$ cat src/logic/lc3b_types.sv
package lc3b_types;

    typedef logic [15:0] lc3b_word;

    // pc bits that pick a btb set.
    localparam int btb_index_lo = 2;
    localparam int btb_index_hi = 4;

    // pc bits joined with history to index the counter table.
    localparam int bht_pc_lo = 3;
    localparam int bht_pc_hi = 5;

endpackage : lc3b_types

$ cat src/logic/bpred_pkg.sv
package bpred_pkg;

    import lc3b_types::*;

    localparam int history_bits = 2;
    localparam int btb_sets = 8;
    localparam int btb_ways = 4;
    localparam int bht_entries = 32;

    localparam int btb_set_bits = $clog2(btb_sets);
    localparam int btb_way_bits = $clog2(btb_ways);
    localparam int bht_index_bits = $clog2(bht_entries);

    // upper bit is the predicted direction.
    typedef enum logic [1:0] {
        strong_nt = 2'b00,
        weak_nt   = 2'b01,
        weak_t    = 2'b10,
        strong_t  = 2'b11
    } ctr_t;

    typedef enum logic [1:0] {
        op_none  = 2'b00,
        op_train = 2'b01,
        op_alloc = 2'b10
    } update_op_t;

    typedef struct packed {
        logic     valid;
        lc3b_word pc;
    } lookup_req_t;

    typedef struct packed {
        logic                    valid;
        lc3b_word                pc;
        logic                    hit;
        logic                    taken;
        lc3b_word                target;
        ctr_t                    counter;
        logic [history_bits-1:0] history;
    } prediction_t;

    typedef struct packed {
        logic                    valid;
        lc3b_word                pc;
        logic                    taken;
        lc3b_word                target;
        logic [history_bits-1:0] history;
    } resolve_t;

    typedef struct packed {
        update_op_t              op;
        lc3b_word                pc;
        logic                    taken;
        lc3b_word                target;
        logic [history_bits-1:0] history;
    } table_update_t;

endpackage : bpred_pkg

$ cat src/logic/bht.sv
`timescale 1ns/1ps

module bht
    import bpred_pkg::*;
(
    input  logic                      clk,
    input  logic                      rst_n,

    input  logic [bht_index_bits-1:0] lookup_index,
    output ctr_t                      counter,

    input  logic                      write,
    input  logic [bht_index_bits-1:0] update_index,
    input  logic                      taken
);

    ctr_t ctr_mem [bht_entries];
    ctr_t cur_ctr;
    ctr_t next_ctr;

    // lookup is asynchronous, so a same-cycle write is not visible.
    assign counter = ctr_mem[lookup_index];

    // saturating step toward the resolved direction.
    always_comb begin
        cur_ctr = ctr_mem[update_index];
        next_ctr = cur_ctr;
        if (taken && (cur_ctr != strong_t)) begin
            next_ctr = ctr_t'(cur_ctr + 2'd1);
        end else if (!taken && (cur_ctr != strong_nt)) begin
            next_ctr = ctr_t'(cur_ctr - 2'd1);
        end
    end

    always_ff @(posedge clk) begin
        if (!rst_n) begin
            for (int i = 0; i < bht_entries; i++) begin
                ctr_mem[i] <= weak_nt;
            end
        end else if (write) begin
            ctr_mem[update_index] <= next_ctr;
        end
    end

endmodule : bht

$ cat src/logic/btb.sv
`timescale 1ns/1ps

module btb
    import lc3b_types::*;
    import bpred_pkg::*;
(
    input  logic     clk,
    input  logic     rst_n,

    input  lc3b_word lookup_pc,
    output logic     hit,
    output lc3b_word target,

    input  logic     alloc,
    input  lc3b_word alloc_pc,
    input  lc3b_word alloc_target
);

    logic                    valid_mem  [btb_sets][btb_ways];
    lc3b_word                tag_mem    [btb_sets][btb_ways];
    lc3b_word                target_mem [btb_sets][btb_ways];
    logic [btb_way_bits-1:0] rr_ptr     [btb_sets];

    logic [btb_set_bits-1:0] lookup_set;
    logic [btb_set_bits-1:0] alloc_set;

    logic                    match_found;
    logic [btb_way_bits-1:0] match_way;
    logic                    free_found;
    logic [btb_way_bits-1:0] free_way;
    logic [btb_way_bits-1:0] alloc_way;

    assign lookup_set = lookup_pc[btb_index_hi:btb_index_lo];
    assign alloc_set  = alloc_pc[btb_index_hi:btb_index_lo];

    // full pc is the tag, so at most one way matches.
    always_comb begin
        hit = 1'b0;
        target = '0;
        for (int w = 0; w < btb_ways; w++) begin
            if (valid_mem[lookup_set][w] && (tag_mem[lookup_set][w] == lookup_pc)) begin
                hit = 1'b1;
                target = target_mem[lookup_set][w];
            end
        end
    end

    // descending scan leaves the lowest free way selected.
    always_comb begin
        match_found = 1'b0;
        match_way = '0;
        free_found = 1'b0;
        free_way = '0;
        for (int w = btb_ways - 1; w >= 0; w--) begin
            if (valid_mem[alloc_set][w] && (tag_mem[alloc_set][w] == alloc_pc)) begin
                match_found = 1'b1;
                match_way = btb_way_bits'(w);
            end
            if (!valid_mem[alloc_set][w]) begin
                free_found = 1'b1;
                free_way = btb_way_bits'(w);
            end
        end
    end

    always_comb begin
        if (match_found) begin
            alloc_way = match_way;
        end else if (free_found) begin
            alloc_way = free_way;
        end else begin
            alloc_way = rr_ptr[alloc_set];
        end
    end

    always_ff @(posedge clk) begin
        if (!rst_n) begin
            for (int s = 0; s < btb_sets; s++) begin
                rr_ptr[s] <= '0;
                for (int w = 0; w < btb_ways; w++) begin
                    valid_mem[s][w] <= 1'b0;
                end
            end
        end else if (alloc) begin
            valid_mem[alloc_set][alloc_way] <= 1'b1;
            // pointer only moves when a valid entry is evicted.
            if (!match_found && !free_found) begin
                rr_ptr[alloc_set] <= rr_ptr[alloc_set] + 1'b1;
            end
        end
    end

    always_ff @(posedge clk) begin
        if (alloc) begin
            tag_mem[alloc_set][alloc_way] <= alloc_pc;
            target_mem[alloc_set][alloc_way] <= alloc_target;
        end
    end

endmodule : btb

$ cat src/logic/branch.sv
`timescale 1ns/1ps

module branch
    import lc3b_types::*;
    import bpred_pkg::*;
(
    input  logic          clk,
    input  logic          rst_n,

    input  lookup_req_t   req,
    input  table_update_t upd,

    output prediction_t   pred
);

    logic [history_bits-1:0]   history;
    logic [bht_index_bits-1:0] lookup_index;
    logic [bht_index_bits-1:0] update_index;

    ctr_t        counter;
    logic        btb_hit;
    lc3b_word    btb_target;
    prediction_t pred_next;

    assign lookup_index = {history, req.pc[bht_pc_hi:bht_pc_lo]};
    assign update_index = {upd.history, upd.pc[bht_pc_hi:bht_pc_lo]};

    bht u_bht (
        .clk,
        .rst_n,
        .lookup_index,
        .counter,
        .write        (upd.op != op_none),
        .update_index,
        .taken        (upd.taken)
    );

    btb u_btb (
        .clk,
        .rst_n,
        .lookup_pc    (req.pc),
        .hit          (btb_hit),
        .target       (btb_target),
        .alloc        (upd.op == op_alloc),
        .alloc_pc     (upd.pc),
        .alloc_target (upd.target)
    );

    // history advances at resolve time only.
    always_ff @(posedge clk) begin
        if (!rst_n) begin
            history <= '0;
        end else if (upd.op != op_none) begin
            history <= {upd.taken, history[history_bits-1:1]};
        end
    end

    always_comb begin
        pred_next.valid = req.valid;
        pred_next.pc = req.pc;
        pred_next.hit = btb_hit;
        // no target without a btb hit.
        pred_next.taken = btb_hit & counter[1];
        pred_next.target = btb_target;
        pred_next.counter = counter;
        pred_next.history = history;
    end

    always_ff @(posedge clk) begin
        pred <= pred_next;
        if (!rst_n) begin
            pred.valid <= 1'b0;
        end
    end

endmodule : branch

$ cat src/logic/update_stage.sv
`timescale 1ns/1ps

module update_stage
    import bpred_pkg::*;
(
    input  logic          clk,
    input  logic          rst_n,

    input  resolve_t      resolve,
    output table_update_t upd
);

    table_update_t upd_next;

    // taken branches also claim a btb entry.
    always_comb begin
        upd_next.op = op_none;
        if (resolve.valid) begin
            upd_next.op = resolve.taken ? op_alloc : op_train;
        end
        upd_next.pc = resolve.pc;
        upd_next.taken = resolve.taken;
        upd_next.target = resolve.target;
        upd_next.history = resolve.history;
    end

    always_ff @(posedge clk) begin
        upd <= upd_next;
        if (!rst_n) begin
            upd.op <= op_none;
        end
    end

endmodule : update_stage

$ cat src/logic/branch_unit.sv
`timescale 1ns/1ps

module branch_unit
    import bpred_pkg::*;
(
    input  logic        clk,
    input  logic        rst_n,

    input  lookup_req_t req,
    input  resolve_t    resolve,

    output prediction_t pred
);

    // registered resolve, written into the tables one cycle later.
    table_update_t upd;

    update_stage u_update_stage (
        .clk,
        .rst_n,
        .resolve,
        .upd
    );

    branch u_branch (
        .clk,
        .rst_n,
        .req,
        .upd,
        .pred
    );

endmodule : branch_unit

$ cat config.mk
export PLATFORM = sky130hd
export DESIGN_NAME = branch_unit
export DESIGN_NICKNAME = d
export VERILOG_FILES = /design/src/logic/lc3b_types.sv /design/src/logic/bpred_pkg.sv /design/src/logic/bht.sv /design/src/logic/btb.sv /design/src/logic/branch.sv /design/src/logic/update_stage.sv /design/src/logic/branch_unit.sv
export SDC_FILE = /design/constraint.sdc
export NUM_CORES = 1
export LEC_CHECK = 0
export ABC_AREA = 0
export BUFFER_PORTS_ARGS = -buffer_cell sky130_fd_sc_hd__buf_2
export CAP_MARGIN = 20
export CORE_MARGIN = 1.5
export CORE_UTILIZATION = 50
export DETAILED_ROUTE_END_ITERATION = 16
export PLACE_DENSITY = 0.66
export SYNTH_ARGS = -nofsm -noshare
export SYNTH_HDL_FRONTEND = slang
export SYNTH_SLANG_ARGS = --single-unit
export TNS_END_PERCENT = 100
$ cat constraint.sdc
create_clock -name clk -period 18.6 [get_ports clk]
set_input_delay 1.86 -clock clk [delete_from_list [all_inputs] [get_ports clk]]
set_output_delay 1.86 -clock clk [all_outputs]
set_load 0.05 [all_outputs]
==> impl_metrics.json, run 1 <==
{
  "outcome": "finished, final reports clean",
  "clock.fmax_mhz": 145,
  "crit_type": "reg2reg",
  "drt-total-wl_um": 139000,
  "p_int_w": 0.00468,
  "cp_max_fo": 124,
  "rsz0062_at_grt": "false",
  "ios": 94,
  "cts_buffers": 130,
  "worstPathArrival_ps": 7270,
  "tns_ps": 0,
  "required_ps": 18960,
  "setup_violations": 0,
  "fp.coreArea_mm2": 0.103,
  "cts_setup_buffers": 0,
  "end_kind": "flip-flop",
  "switching_share_pct": 22.1,
  "ant_nets": 0,
  "peakVddDrop_mv": 0.0946,
  "postCtsHoldBufs": 0,
  "cts_tree": "done",
  "globalplace.congestion": 0.898,
  "drv_slew": 0,
  "leakage_nw": 19.2,
  "relSlewSlack_pct": 24.8,
  "rr_worst_depth": 13,
  "die_x_um": 325,
  "vias_per_cell": 6.45,
  "wl_per_cell_um": 31.1,
  "fin_crit_sh_pct": 37.2,
  "dp.cells": 4214,
  "grt_first_pass_wirelength_um": 203000,
  "clk_path_buf_depth": 3,
  "fin_crit_ps": 6910,
  "post_cts_resized": 0,
  "drt_iter0_drc": 3689,
  "clk_pin_slew_ps": 60,
  "pwr-share-comb_pct": 6.2,
  "hold_viol_final": 0,
  "final_cell_count_no_fill": 4476,
  "synthTopCellsByCount": "edfxtp_1, mux4_2, mux2i_1",
  "worst_path_most_repeated_cell": "buf_4",
  "power_density_mw_per_mm2": 102,
  "area.growth.synth_to_final_pct": 13.4,
  "hold_path_depth": 0,
  "hp-class": "reg2reg",
  "antenna_found_initial": 2,
  "initial_utilization_pct": 50.3,
  "yosys_warnings": 0,
  "chipHeight_um": 325,
  "clk_latency_ps": 740,
  "p_clk_share_pct": 43.7,
  "nets": 3045,
  "tightest_slew_ps": 1130,
  "hpwlAfterDp_um": 81600,
  "syn_area_per_cell_um2": 18.2,
  "grt-ovfl-total": 0,
  "dieArea_mm2": 0.106,
  "slowest_stage": "buf_4",
  "htreeDepth": 4,
  "ys_ff_latch": 1214,
  "synthesis.nets": 2902,
  "fin_skew_ps": 31.7,
  "timing.max_cap.violations": 0,
  "ys_async_sr_fraction_pct": 0,
  "cts.sinks": 1214,
  "port_buffers": 93,
  "pwr-share-seq_pct": 50.1,
  "fp-row-count": 118,
  "drive_gt1_share_pct": 27.0,
  "cp-start-kind": "flip-flop",
  "synth_flop_cell": "edfxtp_1",
  "grt_use_total_pct": 26.4,
  "rrSetupSlack_ps": 11690,
  "ctsRootBufferMaster": "clkbuf_16",
  "grt_pass1_vias": 29400,
  "power_switching_w": 0.00133,
  "slowest_delay_ps": 880,
  "yosys.area.top_type": "edfxtp_1",
  "ys_types": 79,
  "synth_edf_count": 1104,
  "grt_max_degree": 125,
  "drt_first_pass_iters": 6,
  "drc_errors": 0,
  "seq_area_frac_synth_pct": 68.1,
  "synthCells": 2845,
  "yosysTopAreaCellShare_pct": 63.9,
  "synth.most_common_cell": "edfxtp_1",
  "synth_area_mm2": 0.0519,
  "synth_area_leaders": "edfxtp_1, mux4_2, dfxtp_1",
  "antennaDiodeCount": 0,
  "crit_chain": "buf_12, buf_4, mux4_2, mux2i_1, xnor2_1, or4_1, nor4_2, o21ai_1, buf_4, nand2b_1, buf_4, nor3_2, buf_4",
  "num_vias": 28900
}
## worst paths after layout
kind                                             start                           end
worst max-delay path            u_update_stage.upd[21]  u_branch.u_btb.tag_mem[4][7]
worst min-delay path               u_branch.history[1]              u_branch.pred[1]
worst max register to register  u_update_stage.upd[21]  u_branch.u_btb.tag_mem[4][7]
worst min register to register     u_branch.history[1]              u_branch.pred[1]
## logic make-up after synthesis
| group | after synthesis | share of synthesized area [%] |
|---|---|---|
| flops | 1214 | 68.1 |
| mux | 602 | 19.8 |
| simple gates | 488 | 4.76 |
| compound gates | 234 | 3.37 |
| buf+inv | 202 | 2.18 |
| xor+xnor | 103 | 1.74 |
| fa+ha+maj | 2 | 0.0482 |
## area by class of cell
cell class,count,area [um2]
Timing Repair Buffer,203,1790
Sequential cell,1214,35400
Clock buffer,167,3600
Clock inverter,73,749
Fill cell,7700,44300
Inverter,10,37.5
Tap cell,1380,1730
Multi-Input combinational cell,1429,15600
## flip-flops by register name, summed over array words and instances, names as in the netlist
name,flops
u_branch.history,2
u_branch.pred,39
u_branch.u_bht.ctr_mem,64
u_branch.u_btb.rr_ptr,16
u_branch.u_btb.tag_mem,512
u_branch.u_btb.target_mem,512
u_branch.u_btb.valid_mem,32
u_update_stage.upd,37
## worst max-delay path, delay by kind of cell (launching register included)
| family | cells | cell delay (ps) |
|---|---|---|
| flip-flops | 1 | 650 |
| multiplexers | 2 | 770 |
| AND/OR/NAND/NOR | 4 | 2000 |
| buffers and inverters | 5 | 2650 |
| AO/OA/AOI/OAI | 1 | 150 |
| XOR/XNOR | 1 | 70 |
## power by group through the flow
stage	clock (W)	combinational, W	sequential (W)
3_5_place_dp	0	0.000353	0.00308
5_1_grt	0.00276	0.000395	0.00301
2_1_floorplan	0	0.000232	0.00308
4_1_cts	0.00266	0.000354	0.00302
6_report	0.00262	0.000375	0.00301
3_3_place_gp	0	0.000348	0.00308
## placed cells by master (no fill, tap or decap), types with 12 or more instances in the layout
| cell | instances |
|---|---|
| edfxtp_1 | 1104 |
| mux4_2 | 325 |
| mux2i_1 | 214 |
| nand2_1 | 155 |
| clkbuf_16 | 136 |
| nor2_1 | 113 |
| dfxtp_1 | 107 |
| buf_2 | 93 |
| buf_4 | 80 |
| xnor2_1 | 65 |
| mux2_2 | 56 |
| nand3_1 | 46 |
| o21ai_0 | 44 |
| xor2_1 | 37 |
| a22oi_1 | 32 |
| clkinv_2 | 27 |
| clkbuf_1 | 23 |
| clkinv_1 | 20 |
| buf_16 | 20 |
| nor3_2 | 17 |
| nand2b_1 | 17 |
| o31a_1 | 17 |
| nand4_1 | 16 |
| nor3_4 | 16 |
| a32o_1 | 16 |
| nor4_1 | 15 |
| o22ai_1 | 15 |
| a21oi_1 | 13 |
| o211ai_1 | 12 |
| bufinv_16 | 12 |
## through the flow
stage	util (%)	worst slack, ps	cell area [um2]	hold slack, ps	total power, W
global route	57.1	11380	58900	460	0.00617
floorplan	-	12540	51900	329	0.00331
finish	57.1	11690	58900	438	0.00601
detailed placement	52.3	11610	54000	417	0.00343
CTS	56.5	11600	58300	434	0.00603
global placement	52.2	11570	53900	409	0.00342
## per-layer routing
layer / global-route usage (%) / vias to the layer above / wire (um)
li1: - / 11900 / -
met1: 36.2 / 15100 / 54400
met2: 42.3 / 1570 / 67400
met3: 4.77 / 284 / 12100
met4: 10.4 / 2 / 5310
met5: 0 / - / 13
(Power assumes the default switching activity.)
==> inputs of run 2 (changes only) <==
--- a/config.mk
+++ b/config.mk
@@ -11,7 +11,7 @@
 export CORE_MARGIN = 1.5
 export CORE_UTILIZATION = 50
 export DETAILED_ROUTE_END_ITERATION = 16
-export PLACE_DENSITY = 0.66
+export PLACE_DENSITY = 0.68
 export SYNTH_ARGS = -nofsm -noshare
 export SYNTH_HDL_FRONTEND = slang
 export SYNTH_SLANG_ARGS = --single-unit
==> constraint.sdc (replaced) <==
create_clock -name clk -period 5.66 [get_ports clk]
set_input_delay 0.566 -clock clk [delete_from_list [all_inputs] [get_ports clk]]
set_output_delay 0.566 -clock clk [all_outputs]
set_load 0.05 [all_outputs]
==> run 2 against run 1 <==
Critical path depth decreased by 2. Register-to-register slack got worse by 11000 ps. Sequential share of layout area decreased by 0.48 points. Combinational power increased to 3.4 times the previous value. Largest cell class unchanged. Largest power group unchanged.
==> impl_metrics.json, run 2 (synthesis results as in run 1) <==
{
  "outcome": "finished, final reports clean",
  "hpwlAfterDp_um": 88500,
  "layout_commonest_cell": "edfxtp_1",
  "fin_skew_ps": 20.2,
  "cts_buffers": 121,
  "drt_first_pass_iters": 6,
  "slowest_stage": "dfxtp_4",
  "clk_path_buf_depth": 3,
  "drv_slew": 0,
  "grt_pass1_vias": 29400,
  "final_cell_mix": "edfxtp_1, mux4_2, mux2i_1, nand2_1, buf_4",
  "placed_cell_area_mm2": 0.0548,
  "ios": 94,
  "fp.coreArea_mm2": 0.103,
  "port_buffers": 93,
  "end_kind": "flip-flop",
  "worst_path_most_repeated_cell": "buf_4",
  "crit_family": "compound AO/OA/AOI/OAI gates",
  "rrSetupSlack_ps": 680,
  "ctsRootBufferMaster": "clkbuf_16",
  "cts_setup_buffers": 0,
  "area.growth.synth_to_final_pct": 14.4,
  "htreeDepth": 3,
  "seq_area_mm2": 0.0354,
  "path_buf_inv": 3,
  "cts_tree": "done",
  "initial_utilization_pct": 50.3,
  "min-delay-start": "req[16]",
  "hold_path_depth": 2,
  "grt_max_degree": 83,
  "ant_nets": 0,
  "crit_chain": "buf_4, nor2_1, a221o_1, a221oi_1, xnor2_1, or4_1, o21a_1, o21a_2, buf_4, nor3_4, buf_12",
  "relSlewSlack_pct": 25.5,
  "power_density_mw_per_mm2": 326,
  "fin_crit_ps": 4980,
  "num_vias": 29400,
  "largest_registers": "u_branch.u_btb.tag_mem (512), u_branch.u_btb.target_mem (512), u_branch.u_bht.ctr_mem (64)",
  "vias_per_cell": 6.44,
  "tightest_slew_ps": 1110,
  "drt-total-wl_um": 140000,
  "crit-reg2reg-capture": "u_branch.u_btb.target_mem[5][53]",
  "nets": 3132,
  "grt-ovfl-total": 0,
  "rsz0062_at_grt": "false",
  "cp_max_fo": 38,
  "cp-start-kind": "flip-flop",
  "final_cell_count_no_fill": 4559,
  "fin_crit_sh_pct": 88.0,
  "wl_per_cell_um": 30.6,
  "cts.sinks": 1214,
  "dp.cells": 4291,
  "drive_gt1_share_pct": 27.7,
  "rr_worst_depth": 11,
  "antenna_found_initial": 1,
  "slowest_delay_ps": 870,
  "nFillCells": 7673,
  "multi_input_area_mm2": 0.0157,
  "post-route-util_pct": 57.5,
  "leakage_nw": 19.6,
  "setup_violations": 0,
  "peakVddDrop_mv": 0.317,
  "hold_path_end": "u_branch.pred[38]",
  "clk_latency_ps": 720,
  "final_design_area_no_fill_mm2": 0.0594,
  "hp-class": "in2reg",
  "grt_use_total_pct": 26.3,
  "crit_type": "reg2reg",
  "clock.fmax_mhz": 201,
  "hold_ws_ps": 74.8,
  "grt_first_pass_wirelength_um": 202000,
  "die_x_um": 325,
  "worstPathArrival_ps": 5370,
  "globalplace.congestion": 0.945,
  "timing.max_cap.violations": 0,
  "drt_iter0_drc": 3909,
  "required_ps": 6050,
  "clk_pin_slew_ps": 60,
  "fp-row-count": 118,
  "chipHeight_um": 325,
  "hold_viol_final": 0,
  "dieArea_mm2": 0.106,
  "timing.rr.start": "u_update_stage.upd[21]",
  "fin_total_pwr_w": 0.0193,
  "drc_errors": 0
}
[run 2: cell count changes in the layout (fill, tap and decap cells not counted), sizes merged]
cell,delta
clkinv,-11
diode,+1
dlygate4sd3,+35
clkinvlp,+1
inv,+1
buf,+62
clkbuf,-6
[run 2: power breakdown]
group          internal, W  switching, W  total (W)
combinational     0.000499      0.000779    0.00128
sequential         0.00982     0.0000714    0.00989
clock              0.00474       0.00342    0.00815
[run 2: worst reg2reg max path, delay by kind of cell (launching register included)]
kind	cells	cell delay [ps]
AO/OA/AOI/OAI	4	1520
XOR/XNOR	1	170
buffers and inverters	3	900
flip-flops	1	870
AND/OR/NAND/NOR	3	1210
[run 2: final cells by class]
type                    count  area share [%]
flip-flops and latches   1214            59.6
multi-input cells        1429            26.4
clock buffers             162            5.69
repair buffers            299            4.22
well taps                1380            2.91
clock inverters            64            1.13
inverters                  10          0.0632
diodes                      1         0.00422
[run 2: how the worst max path moves through the flow]
stage | start | to | slack (ps) | cells after the start
5_1_grt | u_update_stage.upd[21] | u_branch.u_btb.target_mem[5][53] | 520 | 12
6_report | u_update_stage.upd[21] | u_branch.u_btb.target_mem[5][53] | 680 | 11
3_5_place_dp | u_update_stage.upd[21] | u_branch.u_btb.target_mem[5][61] | 810 | 12
2_1_floorplan | u_update_stage.upd[23] | u_branch.u_btb.tag_mem[2][32] | -400 | 11
3_3_place_gp | u_update_stage.upd[21] | u_branch.u_btb.target_mem[5][61] | 830 | 13
4_1_cts | u_update_stage.upd[21] | u_branch.u_btb.target_mem[5][60] | 780 | 12
[run 2: per-stage QoR]
stage,worst slack [ps],TNS (ps)
floorplan,-403,-86760
global placement,827,0
detailed placement,811,0
CTS,782,0
global route,525,0
finish,678,0
[run 2: layer usage]
layer / vias up / track usage, % / wire length [um]
met1: 15300 / 36.1 / 53500
met2: 1695 / 42.4 / 67300
met4: 0 / 9.57 / 5490
li1: 12100 / - / -
met5: - / 0 / 0
met3: 307 / 4.76 / 13300
[run 2: what timing repair did]
action / CTS / global route
resized for setup: 0 / 0
hold buffers: 35 / 0
hold endpoints to repair: 36 / 0
